**config.mk**
```make
export PLATFORM = sky130hd
export DESIGN_NAME = mem_port_top
export DESIGN_NICKNAME = d
export VERILOG_FILES = /design/src/hw/mem_port_cfg_pkg.sv /design/src/hw/mem_bus_pkg.sv /design/src/hw/mem_req_if.sv /design/src/hw/mem_port_top.sv /design/src/hw/mem_port_arbiter.sv /design/src/hw/dmem_port.sv /design/src/hw/fetch_port.sv
export SDC_FILE = /design/constraint.sdc
export NUM_CORES = 1
export LEC_CHECK = 0
export ABC_AREA = 1
export ABC_CLOCK_PERIOD_IN_PS = 19500
export BUFFER_PORTS_ARGS = -buffer_cell sky130_fd_sc_hd__buf_2
export CAP_MARGIN = 25
export CORE_AREA = 5 5 204 206
export CTS_BUF_LIST = sky130_fd_sc_hd__clkbuf_4 sky130_fd_sc_hd__clkbuf_8
export CTS_CLUSTER_DIAMETER = 200
export DETAILED_ROUTE_END_ITERATION = 12
export DIE_AREA = 0 0 209 211
export GPL_TIMING_DRIVEN = 0
export PLACE_DENSITY = 0.58
export RECOVER_POWER = 100
export REMOVE_ABC_BUFFERS = 1
export SLEW_MARGIN = 20
export SYNTH_ARGS = -nofsm -noshare
export SYNTH_HDL_FRONTEND = slang
export SYNTH_SLANG_ARGS = --single-unit
```
**constraint.sdc**
```tcl
create_clock -name clk -period 19.5 [get_ports clk]
set_input_delay 3.9 -clock clk [delete_from_list [all_inputs] [get_ports clk]]
set_output_delay 3.9 -clock clk [all_outputs]
set_load 0.005 [all_outputs]
```
**src/hw/mem_port_cfg_pkg.sv**
```systemverilog
package mem_port_cfg_pkg;

	// --------------------------------------------------
	// arbitration
	// --------------------------------------------------
	// fetch favored one cycle out of every ARB_VEC_W
	localparam int ARB_VEC_W = 4;

	// --------------------------------------------------
	// requester state machine
	// --------------------------------------------------
	typedef enum logic [1:0] {
		IDLE,
		ISSUE,
		WAIT_TAG
	} port_state_e;

endpackage : mem_port_cfg_pkg

```
**src/hw/mem_bus_pkg.sv**
```systemverilog
package mem_bus_pkg;

	// --------------------------------------------------
	// bus field widths
	// --------------------------------------------------
	localparam int ADDR_W = 64;
	localparam int DATA_W = 64;
	localparam int TAG_W  = 4;

	// command driven toward memory
	typedef enum logic [1:0] {
		BUS_NONE  = 2'b00,
		BUS_LOAD  = 2'b01,
		BUS_STORE = 2'b10
	} mem_cmd_e;

	// byte address, word aligned in practice
	typedef logic [ADDR_W-1:0] mem_addr_t;

	// one memory word
	typedef logic [DATA_W-1:0] mem_data_t;

	// transaction tag, zero means no response / no tag
	typedef logic [TAG_W-1:0] mem_tag_t;

endpackage : mem_bus_pkg
```
**src/hw/mem_req_if.sv**
```systemverilog
`timescale 1ns/1ps

// one requester's command path into the arbiter
interface mem_req_if;

	mem_bus_pkg::mem_cmd_e  cmd;
	mem_bus_pkg::mem_addr_t addr;
	mem_bus_pkg::mem_data_t wdata;

	// acceptance tag, zero unless this side won and memory took it
	mem_bus_pkg::mem_tag_t  response;

	modport requester (
		output cmd,
		output addr,
		output wdata,
		input  response
	);

	modport arbiter (
		input  cmd,
		input  addr,
		input  wdata,
		output response
	);

endinterface : mem_req_if

```
**src/hw/mem_port_top.sv**
```systemverilog
`timescale 1ns/1ps

module mem_port_top (
	input  logic                   clk,
	input  logic                   rst,

	// instruction fetch side
	input  logic                   fetch_req_i,
	input  mem_bus_pkg::mem_addr_t fetch_addr_i,
	output logic                   fetch_busy_o,
	output logic                   fetch_valid_o,
	output mem_bus_pkg::mem_data_t fetch_data_o,

	// data side
	input  logic                   dmem_req_i,
	input  logic                   dmem_we_i,
	input  mem_bus_pkg::mem_addr_t dmem_addr_i,
	input  mem_bus_pkg::mem_data_t dmem_wdata_i,
	output logic                   dmem_busy_o,
	output logic                   dmem_ld_valid_o,
	output mem_bus_pkg::mem_data_t dmem_ld_data_o,
	output logic                   dmem_st_done_o,

	// shared tagged memory bus
	input  mem_bus_pkg::mem_tag_t  mem2proc_response_i,
	input  mem_bus_pkg::mem_data_t mem2proc_data_i,
	input  mem_bus_pkg::mem_tag_t  mem2proc_tag_i,
	output mem_bus_pkg::mem_cmd_e  proc2mem_command_o,
	output mem_bus_pkg::mem_addr_t proc2mem_addr_o,
	output mem_bus_pkg::mem_data_t proc2mem_data_o
);

	mem_req_if fetch_bus ();
	mem_req_if dmem_bus ();

	// --------------------------------------------------
	// requesters, both see the broadcast return data
	// --------------------------------------------------
	fetch_port i_fetch_port (
		.clk             (clk),
		.rst             (rst),
		.fetch_req_i     (fetch_req_i),
		.fetch_addr_i    (fetch_addr_i),
		.mem2proc_tag_i  (mem2proc_tag_i),
		.mem2proc_data_i (mem2proc_data_i),
		.fetch_busy_o    (fetch_busy_o),
		.fetch_valid_o   (fetch_valid_o),
		.fetch_data_o    (fetch_data_o),
		.bus             (fetch_bus.requester)
	);

	dmem_port i_dmem_port (
		.clk             (clk),
		.rst             (rst),
		.dmem_req_i      (dmem_req_i),
		.dmem_we_i       (dmem_we_i),
		.dmem_addr_i     (dmem_addr_i),
		.dmem_wdata_i    (dmem_wdata_i),
		.mem2proc_tag_i  (mem2proc_tag_i),
		.mem2proc_data_i (mem2proc_data_i),
		.dmem_busy_o     (dmem_busy_o),
		.dmem_ld_valid_o (dmem_ld_valid_o),
		.dmem_ld_data_o  (dmem_ld_data_o),
		.dmem_st_done_o  (dmem_st_done_o),
		.bus             (dmem_bus.requester)
	);

	// single command onto the bus
	mem_port_arbiter i_mem_port_arbiter (
		.clk                 (clk),
		.rst                 (rst),
		.fetch               (fetch_bus.arbiter),
		.dmem                (dmem_bus.arbiter),
		.mem2proc_response_i (mem2proc_response_i),
		.proc2mem_command_o  (proc2mem_command_o),
		.proc2mem_addr_o     (proc2mem_addr_o),
		.proc2mem_data_o     (proc2mem_data_o)
	);

endmodule : mem_port_top

```
**src/hw/mem_port_arbiter.sv**
```systemverilog
`timescale 1ns/1ps

module mem_port_arbiter (
	input  logic                   clk,
	input  logic                   rst,
	mem_req_if.arbiter             fetch,
	mem_req_if.arbiter             dmem,
	input  mem_bus_pkg::mem_tag_t  mem2proc_response_i,
	output mem_bus_pkg::mem_cmd_e  proc2mem_command_o,
	output mem_bus_pkg::mem_addr_t proc2mem_addr_o,
	output mem_bus_pkg::mem_data_t proc2mem_data_o
);

	logic [mem_port_cfg_pkg::ARB_VEC_W-1:0] arb_vec_r;
	logic                                   fetch_has_cmd;
	logic                                   dmem_has_cmd;
	logic                                   fetch_wins;

	// --------------------------------------------------
	// rotating priority vector
	// --------------------------------------------------
	// bit 0 set means fetch is favored this cycle
	always_ff @(posedge clk) begin
		if (rst) begin
			arb_vec_r <= {{(mem_port_cfg_pkg::ARB_VEC_W-1){1'b0}}, 1'b1};
		end else begin
			arb_vec_r <= {arb_vec_r[0], arb_vec_r[mem_port_cfg_pkg::ARB_VEC_W-1:1]};
		end
	end

	assign fetch_has_cmd = (fetch.cmd != mem_bus_pkg::BUS_NONE);
	assign dmem_has_cmd  = (dmem.cmd != mem_bus_pkg::BUS_NONE);

	// favored side wins if it has work, otherwise the other side
	assign fetch_wins = arb_vec_r[0] ? fetch_has_cmd : !dmem_has_cmd;

	// --------------------------------------------------
	// bus mux and response steering
	// --------------------------------------------------
	always_comb begin
		if (fetch_wins) begin
			proc2mem_command_o = fetch.cmd;
			proc2mem_addr_o    = fetch.addr;
			proc2mem_data_o    = fetch.wdata;
			fetch.response     = mem2proc_response_i;
			dmem.response      = '0;
		end else begin
			proc2mem_command_o = dmem.cmd;
			proc2mem_addr_o    = dmem.addr;
			proc2mem_data_o    = dmem.wdata;
			fetch.response     = '0;
			dmem.response      = mem2proc_response_i;
		end
	end

	// only one port may be told it was accepted
	a_one_response: assert property (@(posedge clk) disable iff (rst)
		!((fetch.response != '0) && (dmem.response != '0)));

endmodule : mem_port_arbiter

```
**src/hw/dmem_port.sv**
```systemverilog
`timescale 1ns/1ps

module dmem_port (
	input  logic                   clk,
	input  logic                   rst,
	input  logic                   dmem_req_i,
	input  logic                   dmem_we_i,
	input  mem_bus_pkg::mem_addr_t dmem_addr_i,
	input  mem_bus_pkg::mem_data_t dmem_wdata_i,
	input  mem_bus_pkg::mem_tag_t  mem2proc_tag_i,
	input  mem_bus_pkg::mem_data_t mem2proc_data_i,
	output logic                   dmem_busy_o,
	output logic                   dmem_ld_valid_o,
	output mem_bus_pkg::mem_data_t dmem_ld_data_o,
	output logic                   dmem_st_done_o,
	mem_req_if.requester           bus
);

	mem_port_cfg_pkg::port_state_e state_r;
	logic                          we_r;
	mem_bus_pkg::mem_addr_t        addr_r;
	mem_bus_pkg::mem_data_t        wdata_r;
	mem_bus_pkg::mem_tag_t         tag_r;
	mem_bus_pkg::mem_data_t        ld_data_r;
	logic                          ld_valid_r;
	logic                          st_done_r;
	logic                          accepted;
	logic                          tag_hit;

	assign accepted = (state_r == mem_port_cfg_pkg::ISSUE) && (bus.response != '0);
	assign tag_hit  = (state_r == mem_port_cfg_pkg::WAIT_TAG) && (mem2proc_tag_i == tag_r);

	// --------------------------------------------------
	// state machine
	// --------------------------------------------------
	always_ff @(posedge clk) begin
		if (rst) begin
			state_r    <= mem_port_cfg_pkg::IDLE;
			ld_valid_r <= 1'b0;
			st_done_r  <= 1'b0;
		end else begin
			ld_valid_r <= tag_hit;
			// a store is finished once memory takes it
			st_done_r  <= accepted && we_r;
			case (state_r)
				mem_port_cfg_pkg::IDLE: begin
					if (dmem_req_i)
						state_r <= mem_port_cfg_pkg::ISSUE;
				end
				mem_port_cfg_pkg::ISSUE: begin
					if (accepted)
						state_r <= we_r ? mem_port_cfg_pkg::IDLE : mem_port_cfg_pkg::WAIT_TAG;
				end
				mem_port_cfg_pkg::WAIT_TAG: begin
					if (tag_hit)
						state_r <= mem_port_cfg_pkg::IDLE;
				end
				default: state_r <= mem_port_cfg_pkg::IDLE;
			endcase
		end
	end

	// request latch, tag and load word
	always_ff @(posedge clk) begin
		if ((state_r == mem_port_cfg_pkg::IDLE) && dmem_req_i) begin
			we_r    <= dmem_we_i;
			addr_r  <= dmem_addr_i;
			wdata_r <= dmem_wdata_i;
		end
		if (accepted)
			tag_r <= bus.response;
		if (tag_hit)
			ld_data_r <= mem2proc_data_i;
	end

	always_comb begin
		bus.cmd = mem_bus_pkg::BUS_NONE;
		if (state_r == mem_port_cfg_pkg::ISSUE)
			bus.cmd = we_r ? mem_bus_pkg::BUS_STORE : mem_bus_pkg::BUS_LOAD;
	end

	assign bus.addr  = addr_r;
	assign bus.wdata = wdata_r;

	assign dmem_busy_o     = (state_r != mem_port_cfg_pkg::IDLE);
	assign dmem_ld_valid_o = ld_valid_r;
	assign dmem_ld_data_o  = ld_data_r;
	assign dmem_st_done_o  = st_done_r;

	a_dmem_stall_hold: assert property (@(posedge clk) disable iff (rst)
		(bus.cmd != mem_bus_pkg::BUS_NONE && bus.response == '0)
		|=> ($stable(bus.cmd) && $stable(bus.addr) && $stable(bus.wdata)));

	// accepted tag is always a real one
	a_dmem_tag_nonzero: assert property (@(posedge clk) disable iff (rst)
		(state_r == mem_port_cfg_pkg::WAIT_TAG) |-> (tag_r != '0));

	a_dmem_req_idle: assert property (@(posedge clk) disable iff (rst)
		dmem_req_i |-> !dmem_busy_o);

endmodule : dmem_port

```
**src/hw/fetch_port.sv**
```systemverilog
`timescale 1ns/1ps

module fetch_port (
	input  logic                   clk,
	input  logic                   rst,
	input  logic                   fetch_req_i,
	input  mem_bus_pkg::mem_addr_t fetch_addr_i,
	input  mem_bus_pkg::mem_tag_t  mem2proc_tag_i,
	input  mem_bus_pkg::mem_data_t mem2proc_data_i,
	output logic                   fetch_busy_o,
	output logic                   fetch_valid_o,
	output mem_bus_pkg::mem_data_t fetch_data_o,
	mem_req_if.requester           bus
);

	mem_port_cfg_pkg::port_state_e state_r;
	mem_bus_pkg::mem_addr_t        addr_r;
	mem_bus_pkg::mem_tag_t         tag_r;
	mem_bus_pkg::mem_data_t        data_r;
	logic                          valid_r;
	logic                          accepted;
	logic                          tag_hit;

	assign accepted = (state_r == mem_port_cfg_pkg::ISSUE) && (bus.response != '0);
	assign tag_hit  = (state_r == mem_port_cfg_pkg::WAIT_TAG) && (mem2proc_tag_i == tag_r);

	// --------------------------------------------------
	// state machine
	// --------------------------------------------------
	always_ff @(posedge clk) begin
		if (rst) begin
			state_r <= mem_port_cfg_pkg::IDLE;
			valid_r <= 1'b0;
		end else begin
			valid_r <= tag_hit;
			case (state_r)
				mem_port_cfg_pkg::IDLE:     if (fetch_req_i) state_r <= mem_port_cfg_pkg::ISSUE;
				mem_port_cfg_pkg::ISSUE:    if (accepted) state_r <= mem_port_cfg_pkg::WAIT_TAG;
				mem_port_cfg_pkg::WAIT_TAG: if (tag_hit) state_r <= mem_port_cfg_pkg::IDLE;
				default:                    state_r <= mem_port_cfg_pkg::IDLE;
			endcase
		end
	end

	// address, tag and returned word
	always_ff @(posedge clk) begin
		if ((state_r == mem_port_cfg_pkg::IDLE) && fetch_req_i)
			addr_r <= fetch_addr_i;
		if (accepted)
			tag_r <= bus.response;
		if (tag_hit)
			data_r <= mem2proc_data_i;
	end

	// fetch only reads, so write data stays zero
	assign bus.cmd   = (state_r == mem_port_cfg_pkg::ISSUE) ? mem_bus_pkg::BUS_LOAD
	                                                        : mem_bus_pkg::BUS_NONE;
	assign bus.addr  = addr_r;
	assign bus.wdata = '0;

	assign fetch_busy_o  = (state_r != mem_port_cfg_pkg::IDLE);
	assign fetch_valid_o = valid_r;
	assign fetch_data_o  = data_r;

	// held command must not move while memory stalls it
	a_fetch_stall_hold: assert property (@(posedge clk) disable iff (rst)
		(bus.cmd != mem_bus_pkg::BUS_NONE && bus.response == '0)
		|=> ($stable(bus.cmd) && $stable(bus.addr) && $stable(bus.wdata)));

	// stimulus error, request while a fetch is in flight
	a_fetch_req_idle: assert property (@(posedge clk) disable iff (rst)
		fetch_req_i |-> !fetch_busy_o);

endmodule : fetch_port

```
==> impl_results.md, run 1 <==
- Clk slew on worst S/H paths: 60 ps
- Mapped Avg Cell Area: 15.25 µm²
- Final Max Tran Viols: 279
- Share of cells above drive strength 1: 26.17%
- Synth top area share: 82.98%
- GPL Wtd Cong: 0.8198
- DP HPWL: 25350 µm
- First-pass GRT wire length: 48380 µm
- WL/cell: 17.38 µm
- Netlist cell types: 25
- DRC: 0
- Syn Inst Count: 781
- Core area: 39460 µm²
- Hold_buf cts: 0
- Top-Level Pins: 532
- 1st-iter DRT viols: 249
- Max stage delay on crit path: 3190 ps
- Worst vdd ir: 0.06337 mV
- Final net count: 1635
- Post-DRT Antenna Nets: 0
- Final setup fails: 0
- Setup Skew: 19.39 ps
- Initial antenna violation count: 16
- Max Buffers Root-to-Sink: 3
- Hold Vio Cnt, Final: 0
- Vias in the first global route: 8259
- RSZ-0062 raised after global routing: no
- CP Class: reg2out
- Crit path top cell by count: nand2_1
- Hold crit path type: reg2reg
- Worst relative slew slack: -200.1%
- Tot Pwr: 1.666 mW
- Global-route usage over all layers: 14.52%
- Layout area overhead: 33.82%
- Area after DPL: 15320 µm²
- Mapped cell area: 11910 µm²
- CP cell instances: inv_1, nand2_1, nand2_1, nand2_1, clkbuf_1, inv_4, o21ai_0, clkbuf_1
- Total number of vias: 7933
- Die height: 211 µm
- Clk_lat worst skew: 620 ps
- Grt ovf: 0
- Worst Tran Pin Value: 4502 ps
- CTS root buffer: clkbuf_8
- Largest net degree at the start of global routing: 97
- Power per cell area: 104.6 nW/µm²
- Vias/cell: 4.087
- Failing checks: max-capacitance violations, max-slew violations
- Final cycle utilization of the critical path: 59.78%
- Area of the multi-input gates: 1292 µm²
- Total area of sequential cells: 10100 µm²
- Worst-path fanout max: 96
- CTS H-tree lvls: 2
- Leakage dissipation: 6.465 nW
- Die width: 209 µm
- Max-cap violations: 4
- Syn. warnings: 0
- Post-route cell area: 15930 µm²
- Worst Path Arrival: 7760 ps
- Initial core utilization: 30.18%
- Data required time of the worst path: 15600 ps
- Status: finished with violations
- FF+latch count, synth: 340
- Synth area leader: edfxtp_1
- Die area: 44100 µm²
- Synth top area cells: edfxtp_1 (83%), nand2_1 (6.7%), inv_1 (2.8%), nor2_1 (2.6%), dfxtp_1 (1.8%)
- CTS buffer count: 56
- Worst setup EP type: primary output
- TritonCTS Sinks: 340
- Layout fillers: 3851
- Site Rows: 73
- DRT Pass-1 Iters: 4
- Setup TNS: 0 ps
- Post_cts resized: 0
- CP startpoint kind: flop
- Count of buffers from port buffering: 531
- CTS tree: done
- CP max-delay cell: clkbuf_1
- Post-synthesis sequential area ratio: 84.83%
- Wirelength, routed: 33730 µm
- Setup Fix Bufs, Post-CTS: 0
- Fmax: 85.78 MHz
- Tmin final: 11660 ps
-- area by class of cell --
| cell class | instances | share of cell area [%] |
|---|---|---|
| Inverter | 91 | 2.175 |
| Tap cell | 525 | 4.123 |
| Clock buffer | 72 | 5.631 |
| Timing Repair Buffer | 549 | 15.10 |
| Clock inverter | 30 | 1.374 |
| Antenna cell | 6 | 0.09424 |
| Multi-Input combinational cell | 328 | 8.112 |
| Sequential cell | 340 | 63.39 |
-- critical path: cells and delay by family (launching register included) --
family | cells | cell delay, ps
flops | 1 | 340
simple gates | 3 | 1170
buf+inv | 4 | 4870
compound gates | 1 | 560
-- final timing paths --
path	startpoint	end	slack, ps	cells after the start
worst min-delay path	i_mem_port_arbiter.arb_vec_r[1]$_SDFF_PP0_	i_mem_port_arbiter.arb_vec_r[0]$_SDFF_PP1_	410	1
worst max register to register	i_dmem_port.state_r[1]$_SDFFE_PP0P_	i_fetch_port.tag_r[0]$_DFFE_PP_	12010	11
worst min register to register	i_mem_port_arbiter.arb_vec_r[1]$_SDFF_PP0_	i_mem_port_arbiter.arb_vec_r[0]$_SDFF_PP1_	410	1
worst max-delay path	i_dmem_port.state_r[1]$_SDFFE_PP0P_	proc2mem_command_o[0]	7840	8
-- power breakdown --
group / internal [mW] / total [mW] / switching, mW
clock: 0.341 / 0.614 / 0.273
sequential: 0.865 / 0.877 / 0.0117
combinational: 0.0612 / 0.175 / 0.114
total: 1.27 / 1.67 / 0.399
-- sequential cells by signal, indices dropped and copies added (netlist names) --
signal                        flops
i_dmem_port.state_r               2
i_dmem_port.bus.addr             64
i_dmem_port.bus.wdata            64
i_dmem_port.dmem_st_done_o        1
i_fetch_port.state_r              2
i_fetch_port.fetch_valid_o        1
i_mem_port_arbiter.arb_vec_r      4
i_dmem_port.dmem_ld_valid_o       1
i_fetch_port.fetch_data_o        64
i_dmem_port.tag_r                 4
i_fetch_port.bus.addr            64
i_dmem_port.dmem_ld_data_o       64
i_dmem_port.we_r                  1
i_fetch_port.tag_r                4
-- synth_stat cells --
library cell / n
buf_2: 10
o21ai_0: 1
or2_2: 2
dfxtp_1: 11
nor3_1: 3
o211ai_1: 2
nor2_1: 83
nand2_1: 214
a21oi_1: 4
buf_4: 1
nand2_2: 2
inv_1: 89
nand3_1: 3
nand3_2: 1
inv_4: 1
nor4_1: 2
xnor2_1: 4
a21oi_2: 1
nand4_1: 1
nor2_2: 4
buf_6: 6
clkbuf_1: 5
inv_2: 1
edfxtp_1: 329
nand2_4: 1
-- cell usage in the layout, fill, tap and decap left out, types with 2 or more instances in the layout --
cell type   netlist  final
clkbuf_8          0     57
clkinvlp_2        0      2
buf_2            10    268
clkbuf_1          5    273
inv_1            89     88
nor4_1            2      2
or2_2             2      2
clkbuf_2          0      8
dfxtp_1          11     11
clkinv_1          0     15
clkbuf_4          0     15
bufinv_16         0      3
nand3_1           3      3
clkinv_4          0      2
nor3_1            3      3
nor2_1           83     87
xnor2_1           4      4
o211ai_1          2      2
clkinv_2          0      8
edfxtp_1        329    329
diode_2           0      6
clkinvlp_4        0      2
nand2_1         214    217
a21oi_1           4      5
-- stage by stage --
step | hold WS (ps) | utilization [%] | std cells | setup slack (ps)
global route | 427.2 | 40.35 | 1936 | 6819
detailed placement | 392.3 | 38.82 | 1833 | 13260
finish | 407.6 | 40.38 | 1941 | 7843
CTS | 403.1 | 41.64 | 1935 | 12570
floorplan | 388.3 | - | 759 | 10410
global placement | 395.8 | 38.21 | 1815 | 7734
-- metal layers --
metal  vias to the layer above  GRT usage (%)  part of all wire (%)
li1                       3812              -                     -
met1                      3635          14.67                    35
met2                       403          25.82                    51
met3                        73          7.575                    11
met4                        10          5.041                   3.1
met5                         -              0                  0.20
-- logic make-up after synthesis --
| kind of cell | share of synthesized area [%] |
|---|---|
| DFF | 84.83 |
| and+or+nand+nor | 10.37 |
| buffers and inverters | 4.098 |
| AOI/OAI and AO/OA | 0.4098 |
| xor gates and xnor gates | 0.2942 |
(Power assumes the default switching activity.)
==> run 2: changes to the inputs <==
--- a/config.mk
+++ b/config.mk
@@ -6,7 +6,7 @@
 export NUM_CORES = 1
 export LEC_CHECK = 0
 export ABC_AREA = 1
-export ABC_CLOCK_PERIOD_IN_PS = 19500
+export ABC_CLOCK_PERIOD_IN_PS = 11200
 export BUFFER_PORTS_ARGS = -buffer_cell sky130_fd_sc_hd__buf_2
 export CAP_MARGIN = 25
 export CORE_AREA = 5 5 204 206
==> constraint.sdc (replaced) <==
create_clock -name clk -period 11.2 [get_ports clk]
set_input_delay 2.24 -clock clk [delete_from_list [all_inputs] [get_ports clk]]
set_output_delay 2.24 -clock clk [all_outputs]
set_load 0.005 [all_outputs]
==> impl_results.md, run 2 (same netlist as run 1, synthesis figures left out) <==
- Die area: 44100 µm²
- DRT Pass-1 Iters: 4
- Status: finished with violations
- Clk slew on worst S/H paths: 60 ps
- Worst Tran Pin Value: 3649 ps
- RSZ-0062 raised after global routing: no
- Failing checks: max-capacitance violations, max-slew violations
- Worst vdd ir: 0.1104 mV
- R2R Path End: i_dmem_port.bus.wdata[12]$_DFFE_PP_
- FF-to-FF path depth: 4
- TritonCTS Sinks: 340
- Vias/cell: 4.088
- Crit path top cell by count: clkbuf_1
- Count of buffers from port buffering: 531
- Post-DRT Antenna Nets: 0
- Global-route usage over all layers: 14.52%
- Worst-path fanout max: 66
- Final setup fails: 0
- Leakage dissipation: 6.467 nW
- Core area: 39460 µm²
- Worst relative slew slack: -143.3%
- Layout fillers: 3846
- Worst hold stages: 1
- Share of cells above drive strength 1: 26.31%
- Post-route cell area: 15960 µm²
- Worst setup EP type: flop
- Site Rows: 73
- Layout area overhead: 34.08%
- Setup Skew: 17.45 ps
- Hold Vio Cnt, Final: 0
- Setup ws final: 4445 ps
- CTS root buffer: clkbuf_8
- CP cell instances: clkbuf_1, nand2_1, clkinvlp_2, clkbuf_1
- Hold_buf cts: 0
- Hold crit path type: reg2reg
- CP Class: in2reg
- 1st-iter DRT viols: 257
- CTS H-tree lvls: 2
- GPL Wtd Cong: 0.8198
- Grt ovf: 0
- DRC: 0
- Final net count: 1635
- Worst hold endpoint: i_mem_port_arbiter.arb_vec_r[0]$_SDFF_PP1_
- Dpl ws: 6620 ps
- Final cycle utilization of the critical path: 60.31%
- Initial core utilization: 30.18%
- Fmax: 148.0 MHz
- Total number of vias: 7935
- Die width: 209 µm
- Tot Pwr: 2.897 mW
- Initial antenna violation count: 16
- FF-to-FF setup slack: 5730 ps
- Top-Level Pins: 532
- Setup TNS: 0 ps
- Max Buffers Root-to-Sink: 3
- Wirelength, routed: 33710 µm
- Die height: 211 µm
- WL/cell: 17.37 µm
- Final Max Tran Viols: 182
- Power per cell area: 181.5 nW/µm²
- Post_cts resized: 0
- Area after DPL: 15320 µm²
- Tmin final: 6755 ps
- Max stage delay on crit path: 2670 ps
- CP startpoint kind: input pin
- DP HPWL: 25350 µm
- Clk_lat worst skew: 610 ps
- Most common cell after layout, fill and taps aside: edfxtp_1
- Max-cap violations: 3
- Vias in the first global route: 8259
- Data required time of the worst path: 11330 ps
- Largest net degree at the start of global routing: 97
- Setup Fix Bufs, Post-CTS: 0
- Worst Path Arrival: 6880 ps
- Worst Hold Margin: 407.6 ps
- CTS buffer count: 56
- First-pass GRT wire length: 48380 µm
- FF-to-FF Start: i_dmem_port.state_r[0]$_SDFFE_PP0P_
- Hold path start: i_mem_port_arbiter.arb_vec_r[1]$_SDFF_PP0_
- Most frequent cells in the layout: edfxtp_1 (329), clkbuf_1 (275), buf_2 (264), nand2_1 (217), inv_1 (88)
- CP max-delay cell: clkbuf_1
- CTS tree: done
-- run 2: changes by cell type in the layout (fill, tap and decap cells not counted), sizes merged --
cell    delta
clkbuf     +3
buf        -3
-- run 2: worst max path at each step --
stage / startpoint / endpoint / slack (ps) / cells after the start
2_1_floorplan: mem2proc_tag_i[0] / i_fetch_port.fetch_data_o[0]$_DFFE_PP_ / 3770 / 3
3_3_place_gp: mem2proc_tag_i[3] / i_fetch_port.fetch_data_o[39]$_DFFE_PP_ / 1090 / 4
3_5_place_dp: i_dmem_port.state_r[0]$_SDFFE_PP0P_ / proc2mem_addr_o[43] / 6620 / 8
4_1_cts: i_dmem_port.state_r[0]$_SDFFE_PP0P_ / proc2mem_addr_o[43] / 5930 / 8
5_1_grt: dmem_req_i / i_dmem_port.bus.wdata[12]$_DFFE_PP_ / 3850 / 4
6_report: dmem_req_i / i_dmem_port.bus.wdata[12]$_DFFE_PP_ / 4440 / 4
-- run 2: layout make-up --
class / instances / area (µm²) / area share [%]
Clock buffer: 72 / 897.1 / 5.620
Tap cell: 525 / 656.9 / 4.115
Inverter: 91 / 346.6 / 2.171
Multi-Input combinational cell: 328 / 1304 / 8.167
Timing Repair Buffer: 549 / 2426 / 15.20
Clock inverter: 30 / 219.0 / 1.372
Antenna cell: 6 / 15.01 / 0.09405
Sequential cell: 340 / 10100 / 63.27
-- run 2: per-stage QoR --
stage,cells,util [%]
after floorplan,759,-
after global placement,1815,38.21
after detailed placement,1833,38.82
after CTS,1935,41.64
after global routing,1936,40.43
final,1941,40.46
-- run 2: critical path, delay by kind of cell --
kind / cells / cell delay, ps
buf+inv: 3 / 4470
simple gates: 1 / 90
-- run 2: per-layer routing --
metal	track usage [%]	part of all wire [%]	up-vias
met3	7.575	11	71
met2	25.82	51	412
met5	0	0.24	-
met1	14.67	35	3629
met4	5.041	2.8	10
li1	-	-	3813
-- run 2: where the power goes --
group / leakage (nW) / internal [mW] / switching (mW)
sequential: 3.16 / 1.51 / 0.0203
combinational: 2.72 / 0.101 / 0.200
clock: 0.585 / 0.593 / 0.477
total: 6.47 / 2.20 / 0.697
